$ cat src/rtl/fir_pkg.sv
package fir_pkg;

	// sample and arithmetic widths
	typedef logic signed [13:0] sample_t;   // stream sample in and out
	typedef logic signed [17:0] coef_t;     // q1.17 coefficient
	typedef logic signed [34:0] acc_t;      // 14 + 18 + 3 guard bits for 8 products

	// bus side widths
	typedef logic [31:0] axi_data_t;
	typedef logic [13:0] reg_addr_t;        // word address, byte bits dropped
	typedef logic [2:0] tap_idx_t;          // global tap number

	// coefficient write broadcast to the lanes
	typedef struct packed {
		logic en;
		tap_idx_t tap;
		coef_t value;
	} coef_wr_t;

	// stream sequencer
	typedef enum logic [1:0] {
		SEQ_IDLE,   // waiting for a sample, in_ready high
		SEQ_RUN,    // lanes busy
		SEQ_HOLD    // result on out_sample until out_ready
	} seq_state_t;

	localparam int COEF_FRAC = 17;                   // fractional bits dropped from the sum
	localparam int AXI_ADDR_W = $bits(reg_addr_t) + 2; // byte address width

	// identification words
	localparam axi_data_t ID_NAME = "FIR ";
	localparam axi_data_t ID_VER = "02.3";

	// register map, word addresses
	localparam reg_addr_t REG_NAME = 14'd0;
	localparam reg_addr_t REG_VER = 14'd1;
	localparam reg_addr_t REG_TAPS = 14'd4;
	localparam reg_addr_t REG_TM = 14'd8;
	localparam reg_addr_t REG_LANES = 14'd9;
	localparam reg_addr_t REG_FRAC = 14'd12;
	localparam reg_addr_t REG_COEF_BASE_RD = 14'd16;
	localparam reg_addr_t REG_SWITCHES = 14'd20;
	localparam reg_addr_t COEF_BASE = 14'd64;        // tap k lives at COEF_BASE + k

	localparam int SW_FIR_EN = 1;                    // switch bit, 1 filters and 0 bypasses

endpackage

$ cat src/rtl/axi_lite_regs.sv
`timescale 1ns/1ps

module axi_lite_regs #(
	parameter int TAPS_PER_LANE = 4
) (
	input logic S_AXI_ACLK,
	input logic S_AXI_ARESETN,
	// write address and data
	input logic [fir_pkg::AXI_ADDR_W-1:0] S_AXI_AWADDR,
	input logic S_AXI_AWVALID,
	output logic S_AXI_AWREADY,
	input fir_pkg::axi_data_t S_AXI_WDATA,
	input logic [3:0] S_AXI_WSTRB,
	input logic S_AXI_WVALID,
	output logic S_AXI_WREADY,
	// write response
	output logic [1:0] S_AXI_BRESP,
	output logic S_AXI_BVALID,
	input logic S_AXI_BREADY,
	// read address and data
	input logic [fir_pkg::AXI_ADDR_W-1:0] S_AXI_ARADDR,
	input logic S_AXI_ARVALID,
	output logic S_AXI_ARREADY,
	output fir_pkg::axi_data_t S_AXI_RDATA,
	output logic [1:0] S_AXI_RRESP,
	output logic S_AXI_RVALID,
	input logic S_AXI_RREADY,
	// towards the filter
	output fir_pkg::coef_wr_t coef_wr,
	output logic fir_en,
	output logic [7:0] leds
);

	localparam int NUM_TAPS = 2 * TAPS_PER_LANE;

	fir_pkg::reg_addr_t awaddr;
	fir_pkg::reg_addr_t araddr;
	fir_pkg::axi_data_t switches;
	fir_pkg::axi_data_t rd_mux;
	logic aw_ready;
	logic w_ready;
	logic aw_en;      // low while a write response is outstanding
	logic b_valid;
	logic ar_ready;
	logic r_valid;
	logic aw_accept;
	logic reg_wren;
	logic rd_en;
	logic coef_sel;

	assign S_AXI_AWREADY = aw_ready;
	assign S_AXI_WREADY = w_ready;
	assign S_AXI_BVALID = b_valid;
	assign S_AXI_BRESP = 2'b00;     // always OKAY
	assign S_AXI_ARREADY = ar_ready;
	assign S_AXI_RVALID = r_valid;
	assign S_AXI_RRESP = 2'b00;

	// address and data both present, no response pending
	assign aw_accept = !aw_ready && S_AXI_AWVALID && S_AXI_WVALID && aw_en;
	assign reg_wren = aw_ready && S_AXI_AWVALID && w_ready && S_AXI_WVALID;

	// awready and wready pulse together
	always_ff @(posedge S_AXI_ACLK) begin
		if (!S_AXI_ARESETN) begin
			aw_ready <= 1'b0;
			w_ready <= 1'b0;
			aw_en <= 1'b1;
		end else if (aw_accept) begin
			aw_ready <= 1'b1;
			w_ready <= 1'b1;
			aw_en <= 1'b0;
		end else begin
			aw_ready <= 1'b0;
			w_ready <= 1'b0;
			if (S_AXI_BREADY && b_valid)
				aw_en <= 1'b1;    // response taken, next write may start
		end
	end

	always_ff @(posedge S_AXI_ACLK) begin
		if (aw_accept)
			awaddr <= S_AXI_AWADDR[fir_pkg::AXI_ADDR_W-1:2]; // word address
	end

	always_ff @(posedge S_AXI_ACLK) begin
		if (!S_AXI_ARESETN)
			b_valid <= 1'b0;
		else if (reg_wren && !b_valid)
			b_valid <= 1'b1;
		else if (S_AXI_BREADY && b_valid)
			b_valid <= 1'b0;
	end

	// switches register, byte strobes honoured
	always_ff @(posedge S_AXI_ACLK) begin
		if (!S_AXI_ARESETN) begin
			switches <= '0;       // start in bypass
		end else if (reg_wren && awaddr == fir_pkg::REG_SWITCHES) begin
			for (int b = 0; b < 4; b++) begin
				if (S_AXI_WSTRB[b])
					switches[8*b +: 8] <= S_AXI_WDATA[8*b +: 8];
			end
		end
	end

	assign fir_en = switches[fir_pkg::SW_FIR_EN];
	assign leds = switches[7:0];

	// coefficient slots, one word per tap
	assign coef_sel = (awaddr >= fir_pkg::COEF_BASE)
		&& (awaddr < fir_pkg::COEF_BASE + fir_pkg::reg_addr_t'(NUM_TAPS));
	assign coef_wr.en = reg_wren && coef_sel;
	assign coef_wr.tap = fir_pkg::tap_idx_t'(awaddr - fir_pkg::COEF_BASE);
	assign coef_wr.value = fir_pkg::coef_t'(S_AXI_WDATA[17:0]); // low 18 bits, signed

	// read address handshake
	always_ff @(posedge S_AXI_ACLK) begin
		if (!S_AXI_ARESETN)
			ar_ready <= 1'b0;
		else
			ar_ready <= !ar_ready && S_AXI_ARVALID && !r_valid;
	end

	always_ff @(posedge S_AXI_ACLK) begin
		if (!ar_ready && S_AXI_ARVALID && !r_valid)
			araddr <= S_AXI_ARADDR[fir_pkg::AXI_ADDR_W-1:2];
	end

	assign rd_en = ar_ready && S_AXI_ARVALID && !r_valid;

	always_ff @(posedge S_AXI_ACLK) begin
		if (!S_AXI_ARESETN)
			r_valid <= 1'b0;
		else if (rd_en)
			r_valid <= 1'b1;
		else if (r_valid && S_AXI_RREADY)
			r_valid <= 1'b0;
	end

	// read mux, coefficient slots and holes read 0
	always_comb begin
		case (araddr)
			fir_pkg::REG_NAME: rd_mux = fir_pkg::ID_NAME;
			fir_pkg::REG_VER: rd_mux = fir_pkg::ID_VER;
			fir_pkg::REG_TAPS: rd_mux = fir_pkg::axi_data_t'(NUM_TAPS);
			fir_pkg::REG_TM: rd_mux = fir_pkg::axi_data_t'(TAPS_PER_LANE);
			fir_pkg::REG_LANES: rd_mux = 32'd2;
			fir_pkg::REG_FRAC: rd_mux = fir_pkg::axi_data_t'(fir_pkg::COEF_FRAC);
			fir_pkg::REG_COEF_BASE_RD: rd_mux = fir_pkg::axi_data_t'(fir_pkg::COEF_BASE);
			fir_pkg::REG_SWITCHES: rd_mux = switches;
			default: rd_mux = '0;
		endcase
	end

	always_ff @(posedge S_AXI_ACLK) begin
		if (rd_en)
			S_AXI_RDATA <= rd_mux;  // held until rready
	end

endmodule

$ cat src/rtl/fir_axi_top.sv
`timescale 1ns/1ps

module fir_axi_top #(
	parameter int TAPS_PER_LANE = 4
) (
	input logic S_AXI_ACLK,
	input logic S_AXI_ARESETN,
	input logic [fir_pkg::AXI_ADDR_W-1:0] S_AXI_AWADDR,
	input logic S_AXI_AWVALID,
	output logic S_AXI_AWREADY,
	input fir_pkg::axi_data_t S_AXI_WDATA,
	input logic [3:0] S_AXI_WSTRB,
	input logic S_AXI_WVALID,
	output logic S_AXI_WREADY,
	output logic [1:0] S_AXI_BRESP,
	output logic S_AXI_BVALID,
	input logic S_AXI_BREADY,
	input logic [fir_pkg::AXI_ADDR_W-1:0] S_AXI_ARADDR,
	input logic S_AXI_ARVALID,
	output logic S_AXI_ARREADY,
	output fir_pkg::axi_data_t S_AXI_RDATA,
	output logic [1:0] S_AXI_RRESP,
	output logic S_AXI_RVALID,
	input logic S_AXI_RREADY,
	// sample stream
	input logic in_valid,
	output logic in_ready,
	input fir_pkg::sample_t in_sample,
	output logic out_valid,
	input logic out_ready,
	output fir_pkg::sample_t out_sample,
	output logic [7:0] leds
);

	fir_pkg::coef_wr_t coef_wr;     // shared by both lanes
	fir_pkg::sample_t chain;        // lane 0 oldest into lane 1
	fir_pkg::acc_t sum_a;
	fir_pkg::acc_t sum_b;
	logic fir_en;
	logic start;
	logic done_a;
	logic done_b;

	axi_lite_regs #(.TAPS_PER_LANE(TAPS_PER_LANE)) regs (
		.S_AXI_ACLK(S_AXI_ACLK), .S_AXI_ARESETN(S_AXI_ARESETN),
		.S_AXI_AWADDR(S_AXI_AWADDR), .S_AXI_AWVALID(S_AXI_AWVALID),
		.S_AXI_AWREADY(S_AXI_AWREADY),
		.S_AXI_WDATA(S_AXI_WDATA), .S_AXI_WSTRB(S_AXI_WSTRB),
		.S_AXI_WVALID(S_AXI_WVALID), .S_AXI_WREADY(S_AXI_WREADY),
		.S_AXI_BRESP(S_AXI_BRESP), .S_AXI_BVALID(S_AXI_BVALID),
		.S_AXI_BREADY(S_AXI_BREADY),
		.S_AXI_ARADDR(S_AXI_ARADDR), .S_AXI_ARVALID(S_AXI_ARVALID),
		.S_AXI_ARREADY(S_AXI_ARREADY),
		.S_AXI_RDATA(S_AXI_RDATA), .S_AXI_RRESP(S_AXI_RRESP),
		.S_AXI_RVALID(S_AXI_RVALID), .S_AXI_RREADY(S_AXI_RREADY),
		.coef_wr(coef_wr), .fir_en(fir_en), .leds(leds)
	);

	// lane 0 owns taps 0..TAPS_PER_LANE-1 and takes the new sample
	fir_mac_lane #(.TAPS_PER_LANE(TAPS_PER_LANE), .LANE_BASE(0)) lane0 (
		.S_AXI_ACLK(S_AXI_ACLK), .S_AXI_ARESETN(S_AXI_ARESETN),
		.coef_wr(coef_wr), .start(start), .sample_in(in_sample),
		.sample_out(chain), .sum(sum_a), .done(done_a)
	);

	// lane 1 continues the delay line, its oldest sample falls off the end
	fir_mac_lane #(.TAPS_PER_LANE(TAPS_PER_LANE), .LANE_BASE(TAPS_PER_LANE)) lane1 (
		.S_AXI_ACLK(S_AXI_ACLK), .S_AXI_ARESETN(S_AXI_ARESETN),
		.coef_wr(coef_wr), .start(start), .sample_in(chain),
		.sample_out(), .sum(sum_b), .done(done_b)
	);

	fir_combine #(.TAPS_PER_LANE(TAPS_PER_LANE)) combine (
		.S_AXI_ACLK(S_AXI_ACLK), .S_AXI_ARESETN(S_AXI_ARESETN),
		.in_valid(in_valid), .in_ready(in_ready), .in_sample(in_sample),
		.fir_en(fir_en), .start(start),
		.sum_a(sum_a), .sum_b(sum_b), .done_a(done_a), .done_b(done_b),
		.out_valid(out_valid), .out_ready(out_ready), .out_sample(out_sample)
	);

endmodule

$ cat src/rtl/fir_combine.sv
`timescale 1ns/1ps

module fir_combine #(
	parameter int TAPS_PER_LANE = 4
) (
	input logic S_AXI_ACLK,
	input logic S_AXI_ARESETN,
	input logic in_valid,
	output logic in_ready,
	input fir_pkg::sample_t in_sample,
	input logic fir_en,
	output logic start,
	input fir_pkg::acc_t sum_a,
	input fir_pkg::acc_t sum_b,
	input logic done_a,
	input logic done_b,
	output logic out_valid,
	input logic out_ready,
	output fir_pkg::sample_t out_sample
);

	// full width of both lanes added, guard bits grow with the tap count
	localparam int SUM_W = $bits(fir_pkg::sample_t) + $bits(fir_pkg::coef_t)
		+ $clog2(2 * TAPS_PER_LANE);

	fir_pkg::seq_state_t state;
	fir_pkg::sample_t byp_sample;     // x[n] kept for bypass
	fir_pkg::sample_t filt;
	logic signed [SUM_W-1:0] comb_sum;
	logic lanes_done;

	assign in_ready = (state == fir_pkg::SEQ_IDLE);
	assign start = in_valid && in_ready;    // accept edge kicks both lanes
	assign out_valid = (state == fir_pkg::SEQ_HOLD);
	assign lanes_done = done_a && done_b;

	assign comb_sum = sum_a + sum_b;
	assign filt = fir_pkg::sample_t'(comb_sum >>> fir_pkg::COEF_FRAC); // drop fraction, wrap

	always_ff @(posedge S_AXI_ACLK) begin
		if (!S_AXI_ARESETN) begin
			state <= fir_pkg::SEQ_IDLE;
		end else begin
			case (state)
				fir_pkg::SEQ_IDLE: if (in_valid) state <= fir_pkg::SEQ_RUN;
				fir_pkg::SEQ_RUN: if (lanes_done) state <= fir_pkg::SEQ_HOLD;
				fir_pkg::SEQ_HOLD: if (out_ready) state <= fir_pkg::SEQ_IDLE;
				default: state <= fir_pkg::SEQ_IDLE;
			endcase
		end
	end

	// result held through back-pressure
	always_ff @(posedge S_AXI_ACLK) begin
		if (start)
			byp_sample <= in_sample;
		if (state == fir_pkg::SEQ_RUN && lanes_done)
			out_sample <= fir_en ? filt : byp_sample;
	end

endmodule

$ cat src/rtl/fir_mac_lane.sv
`timescale 1ns/1ps

module fir_mac_lane #(
	parameter int TAPS_PER_LANE = 4,
	parameter int LANE_BASE = 0       // first global tap owned here
) (
	input logic S_AXI_ACLK,
	input logic S_AXI_ARESETN,
	input fir_pkg::coef_wr_t coef_wr,
	input logic start,
	input fir_pkg::sample_t sample_in,
	output fir_pkg::sample_t sample_out,
	output fir_pkg::acc_t sum,
	output logic done
);

	localparam int SLOT_W = (TAPS_PER_LANE > 1) ? $clog2(TAPS_PER_LANE) : 1;
	localparam int PROD_W = $bits(fir_pkg::sample_t) + $bits(fir_pkg::coef_t);
	localparam logic [SLOT_W-1:0] LAST_SLOT = SLOT_W'(TAPS_PER_LANE - 1);

	fir_pkg::sample_t seg [TAPS_PER_LANE];      // newest at index 0
	fir_pkg::coef_t coef_mem [TAPS_PER_LANE];
	fir_pkg::tap_idx_t coef_rel;
	logic coef_hit;
	logic [SLOT_W-1:0] slot;
	logic busy;         // multiplier phase
	logic mul_vld;      // prod holds a fresh product
	logic mul_last;
	logic signed [PROD_W-1:0] prod;
	fir_pkg::acc_t acc;

	// oldest sample leaves towards the next lane
	assign sample_out = seg[TAPS_PER_LANE-1];

	// keep only taps in this lane's range
	assign coef_rel = coef_wr.tap - fir_pkg::tap_idx_t'(LANE_BASE);
	assign coef_hit = coef_wr.en && (int'(coef_wr.tap) >= LANE_BASE)
		&& (int'(coef_wr.tap) < LANE_BASE + TAPS_PER_LANE);

	always_ff @(posedge S_AXI_ACLK) begin
		if (coef_hit)
			coef_mem[coef_rel[SLOT_W-1:0]] <= coef_wr.value;
	end

	// sample segment, cleared so the chain starts from silence
	always_ff @(posedge S_AXI_ACLK) begin
		if (!S_AXI_ARESETN) begin
			for (int i = 0; i < TAPS_PER_LANE; i++)
				seg[i] <= '0;
		end else if (start) begin
			seg[0] <= sample_in;
			for (int i = 1; i < TAPS_PER_LANE; i++)
				seg[i] <= seg[i-1];
		end
	end

	// slot counter, one tap per cycle
	always_ff @(posedge S_AXI_ACLK) begin
		if (!S_AXI_ARESETN) begin
			busy <= 1'b0;
			slot <= '0;
			mul_vld <= 1'b0;
			mul_last <= 1'b0;
			done <= 1'b0;
		end else begin
			mul_vld <= busy;
			mul_last <= busy && (slot == LAST_SLOT);
			done <= mul_last;   // lines up with the last accumulate
			if (start) begin
				busy <= 1'b1;
				slot <= '0;
			end else if (busy) begin
				slot <= slot + 1'b1;
				if (slot == LAST_SLOT)
					busy <= 1'b0;
			end
		end
	end

	// registered multiplier feeding the accumulator
	always_ff @(posedge S_AXI_ACLK) begin
		if (busy)
			prod <= coef_mem[slot] * seg[slot];
	end

	always_ff @(posedge S_AXI_ACLK) begin
		if (start)
			acc <= '0;                  // fresh sum per sample
		else if (mul_vld)
			acc <= acc + prod;
	end

	assign sum = acc;

endmodule

$ cat config.mk
export PLATFORM = sky130hd
export DESIGN_NAME = fir_axi_top
export DESIGN_NICKNAME = d
export VERILOG_FILES = /design/src/rtl/fir_pkg.sv /design/src/rtl/axi_lite_regs.sv /design/src/rtl/fir_axi_top.sv /design/src/rtl/fir_combine.sv /design/src/rtl/fir_mac_lane.sv
export SDC_FILE = /design/constraint.sdc
export NUM_CORES = 2
export LEC_CHECK = 0
export ABC_CLOCK_PERIOD_IN_PS = 10450
export BUFFER_PORTS_ARGS = -buffer_cell sky130_fd_sc_hd__buf_4
export CAP_MARGIN = 30
export CORE_ASPECT_RATIO = 1.2
export CORE_MARGIN = 2
export CORE_UTILIZATION = 40
export DETAILED_ROUTE_END_ITERATION = 16
export PLACE_DENSITY = 0.65
export SYNTH_ARGS = -nofsm -noshare
export SYNTH_HDL_FRONTEND = slang
export SYNTH_SLANG_ARGS = --single-unit
$ cat constraint.sdc
create_clock -name S_AXI_ACLK -period 10.45 [get_ports S_AXI_ACLK]
set_input_delay 1.045 -clock S_AXI_ACLK [delete_from_list [all_inputs] [get_ports S_AXI_ACLK]]
set_output_delay 1.045 -clock S_AXI_ACLK [all_outputs]
set_load 0.005 [all_outputs]
==> metrics.txt <==
# rows 129; mux cell area share after synthesis between 5 and 6%; Fillers between 9000 and 10000; Crit path arrival time 8.71 ns; flop2flop setup slack 2.13 ns; share of layout cells above drive strength 1 9.80%; post-synth cell types slightly above 80; post-DP HPWL 76500 um; synthesized instance count 3854; Port Buf Inserts 147; post-route ant nets 0; largest family of logic cells by synthesized area adder cells; finished layout cell area approximately 46000 sq um; Adder-Cell Fraction of Synth Area 30.3%; crit-path cells buf_12 > mux2_2 > o21ai_0 > or2_2 > fa_1 > fa_1 > inv_1 > fa_1 > fa_1 > fa_1 > inv_1 > fa_1 > inv_1 > ha_1 > nor4_1 > o21ba_2 > a31oi_1 > a2111oi_0 > o31ai_1 > a311oi_2 > o21ai_0 > xnor2_1; Crit path required time 10.84 ns; clk buf depth 3; crit path kind flip-flop to flip-flop; Tmin final 8.32 ns; Root Buffer clkbuf_16; largest net degree at the start of global routing 113; RSZ-0062 raised after global routing no; number of flops mapped to enable cells by yosys ~410; slew margin rel. 32.2%; ys async rst share 0%; pwr/cell area 342 nW/um^2; RR Endpoint lane1.prod[28]; area share of the largest cell type after synthesis 29.5%; Synth Area in Simple Gates approximately an eighth; Initial Util roughly two fifths; Synth Warn # 0; max incr delay on CP between 0.8 and 0.9 ns; average wire per standard cell 18.2 um; initial antenna violation count 1; post-CTS setup buffers 0; Max Cap Violations 0; hold buffer count at CTS 0; Slew Viols, Final 0; clk_lat worst skew approximately 0.65 ns; area leader, netlist edfxtp_1; GPL Wtd Cong 0.890; crit-path max FO 31; Post-Syn Area per Cell 10.7 sq um; Startpoint Class flip-flop; DRT iter0 DRCs 1711; worst setup margin 2.13 ns; via density per instance 5.09; via count 27400; GRT Residual Overflow 0; CP max-delay cell dfxtp_2; DRT Pass-1 Iters 7; final WL 98000 um; #FFs+latches synth 523; final core occ 44.7%; Die ar. 106000 sq um; top cells by area, synth edfxtp_1 (29%), fa_1 (23%), ha_1 (7.2%); Worst Max-Slew Pin Slew 1.01 ns; reg2reg path depth 22; Mapped Area 41400 sq um; Setup TNS 0 ns; Final Cycle Share 79.6%; CTS resizes 0; pre-CTS setup slack 2.11 ns; leakage power 20.7 nW; Num CTS Buffers 54; DR DRC count 0; Max VDD drop 0.491 mV; Worst Skew just under 0.06 ns; core box area 103000 sq um; gr usage total 18.8%; area growth from synthesis to layout 11.0%; Die Y-Extent ~360 um; final setup vio count 0; Antenna Cells 0; Min-Delay Path Depth 1; sequential area share after synthesis between 30% and 40%; placed insts 5295; min-delay src lane1.mul_last; ys flop type edfxtp_1; Finished Layout Cells 5397; Most Frequent Cell on Critical Path fa_1; Worst Setup End Kind flip-flop; Worst Hold Class flip-flop to flip-flop; fmax 0.120 GHz; nets 4783; hold endpoint lane1.done; H-Tree Depth 2; status completed; Sink Count 523; CTS clk-pin slew, worst paths 0.06 ns; vias in the first global route 28900; # IOs ~160; Die Span X 298 um; Synth Area in XOR/XNOR roughly 2.5%; Synth Area in Compound Gates slightly above 7%; cell area after placement between 40000 and 50000 sq um; CTS tree built; Final Hold Viols 0; first-pass GRT wire length 158000 um
[report_power, final]
group,switching (W),leakage [nW],internal (W)
Clock,0.000841,0.888,0.00115
Sequential,0.000211,4.92,0.00294
Combinational,0.00598,14.9,0.00460
Total,0.00703,20.7,0.00869
[layout make-up]
class                           instances  area, sq um  area share, %
Timing Repair Buffer                  199         1520           3.32
Multi-Input combinational cell       2601        24000           52.3
Tap cell                             1375         1720           3.75
Clock buffer                           73         1480           3.23
Inverter                              598         2250           4.89
Clock inverter                         28          372          0.809
Sequential cell                       523        14500           31.7
[routing by layer]
layer | GRT usage [%] | up-vias | share of wire, %
met5 | 0 | - | 0
met4 | 7.44 | 0 | 4.1
met3 | 3.05 | 163 | 5.3
met2 | 32.5 | 676 | 48
met1 | 23.6 | 13700 | 42
li1 | - | 12900 | -
[worst max-delay path by stage]
| stage | slack (ns) | startpoint | depth (start not counted) | to |
|---|---|---|---|---|
| after detailed placement | 2.11 | flip-flop | 24 | lane1.prod[28] |
| after global routing | 1.46 | flip-flop | 24 | lane1.prod[28] |
| final | 2.13 | flip-flop | 22 | lane1.prod[28] |
| after floorplan | 2.77 | flip-flop | 29 | lane1.prod[28] |
| after global placement | 2.13 | flip-flop | 24 | lane1.prod[28] |
| after CTS | 2.10 | flip-flop | 24 | lane1.prod[28] |
[state kept, by name, indices dropped and copies added (netlist names), 2 cells and up, named ones only]
name / flops
lane1.sum: 31
combine.byp_sample: 14
combine.out_sample: 14
regs.awaddr: 14
lane1.coef_mem: 72
lane1.prod: 31
lane0.slot: 2
regs.switches: 32
lane1.seg: 56
regs.araddr: 14
regs.S_AXI_RDATA: 32
lane0.seg: 56
combine.state: 2
lane0.sum: 31
lane0.coef_mem: 72
lane1.slot: 2
lane0.prod: 31
[cell usage after synthesis (6+ instances only)]
library cell / number
inv_1: 597
fa_1: 478
edfxtp_1: 406
nor2_1: 361
nand2_1: 342
ha_1: 237
and3_1: 125
mux2i_1: 122
dfxtp_1: 117
a21oi_1: 103
clkbuf_1: 100
xnor2_1: 85
o21ai_0: 79
nor2b_1: 77
a21o_1: 71
o21a_1: 62
mux2_2: 55
nor3_1: 41
and2_1: 39
nand2b_1: 32
xor2_1: 32
nand3_1: 30
o21ai_1: 30
mux4_2: 19
a211oi_1: 15
buf_1: 14
o21bai_1: 14
or3_1: 14
buf_4: 13
nand4_1: 12
a31oi_1: 10
or2_2: 9
a211o_1: 8
o211ai_1: 7
nor3b_1: 6
o31ai_1: 6
[placed cells by master, fill, tap and decap left out, drive strengths merged, types with 39 or more instances in the layout]
| master | instances |
|---|---|
| o21a | 63 |
| a21o | 73 |
| o21ai | 110 |
| xnor2 | 85 |
| and3 | 127 |
| nor3 | 41 |
| dfxtp | 117 |
| inv | 598 |
| nor2b | 77 |
| and2 | 39 |
| fa | 478 |
| buf | 199 |
| a21oi | 103 |
| nor2 | 361 |
| ha | 237 |
| edfxtp | 406 |
| nand2 | 342 |
| mux2i | 122 |
| mux2 | 55 |
| clkbuf | 73 |
[critical path, delay by kind of cell (launching register included)]
family | cells | cell delay [ns]
AOI/OAI and AO/OA | 7 | 2.31
muxes | 1 | 0.37
buffers and inverters | 4 | 0.48
and+or+nand+nor | 2 | 0.68
xor gates and xnor gates | 1 | 0.14
DFF | 1 | 0.86
adders and majority gates | 7 | 3.16
[kinds of logic after synthesis]
group                    Yosys count
flip-flops                       523
AND/OR/NAND/NOR                 1110
buffers and inverters            733
multiplexers                     196
XOR/XNOR                         117
other                              1
AO/OA/AOI/OAI                    459
adder cells (fa/ha/maj)          715
[through the flow]
stage	power [W]	hold WS [ns]
finish	0.0157	0.438
global route	0.0175	0.470
CTS	0.0159	0.439
detailed placement	0.0138	0.425
global placement	0.0136	0.417
floorplan	0.0114	0.412
Power figures use the tool's default switching activity.
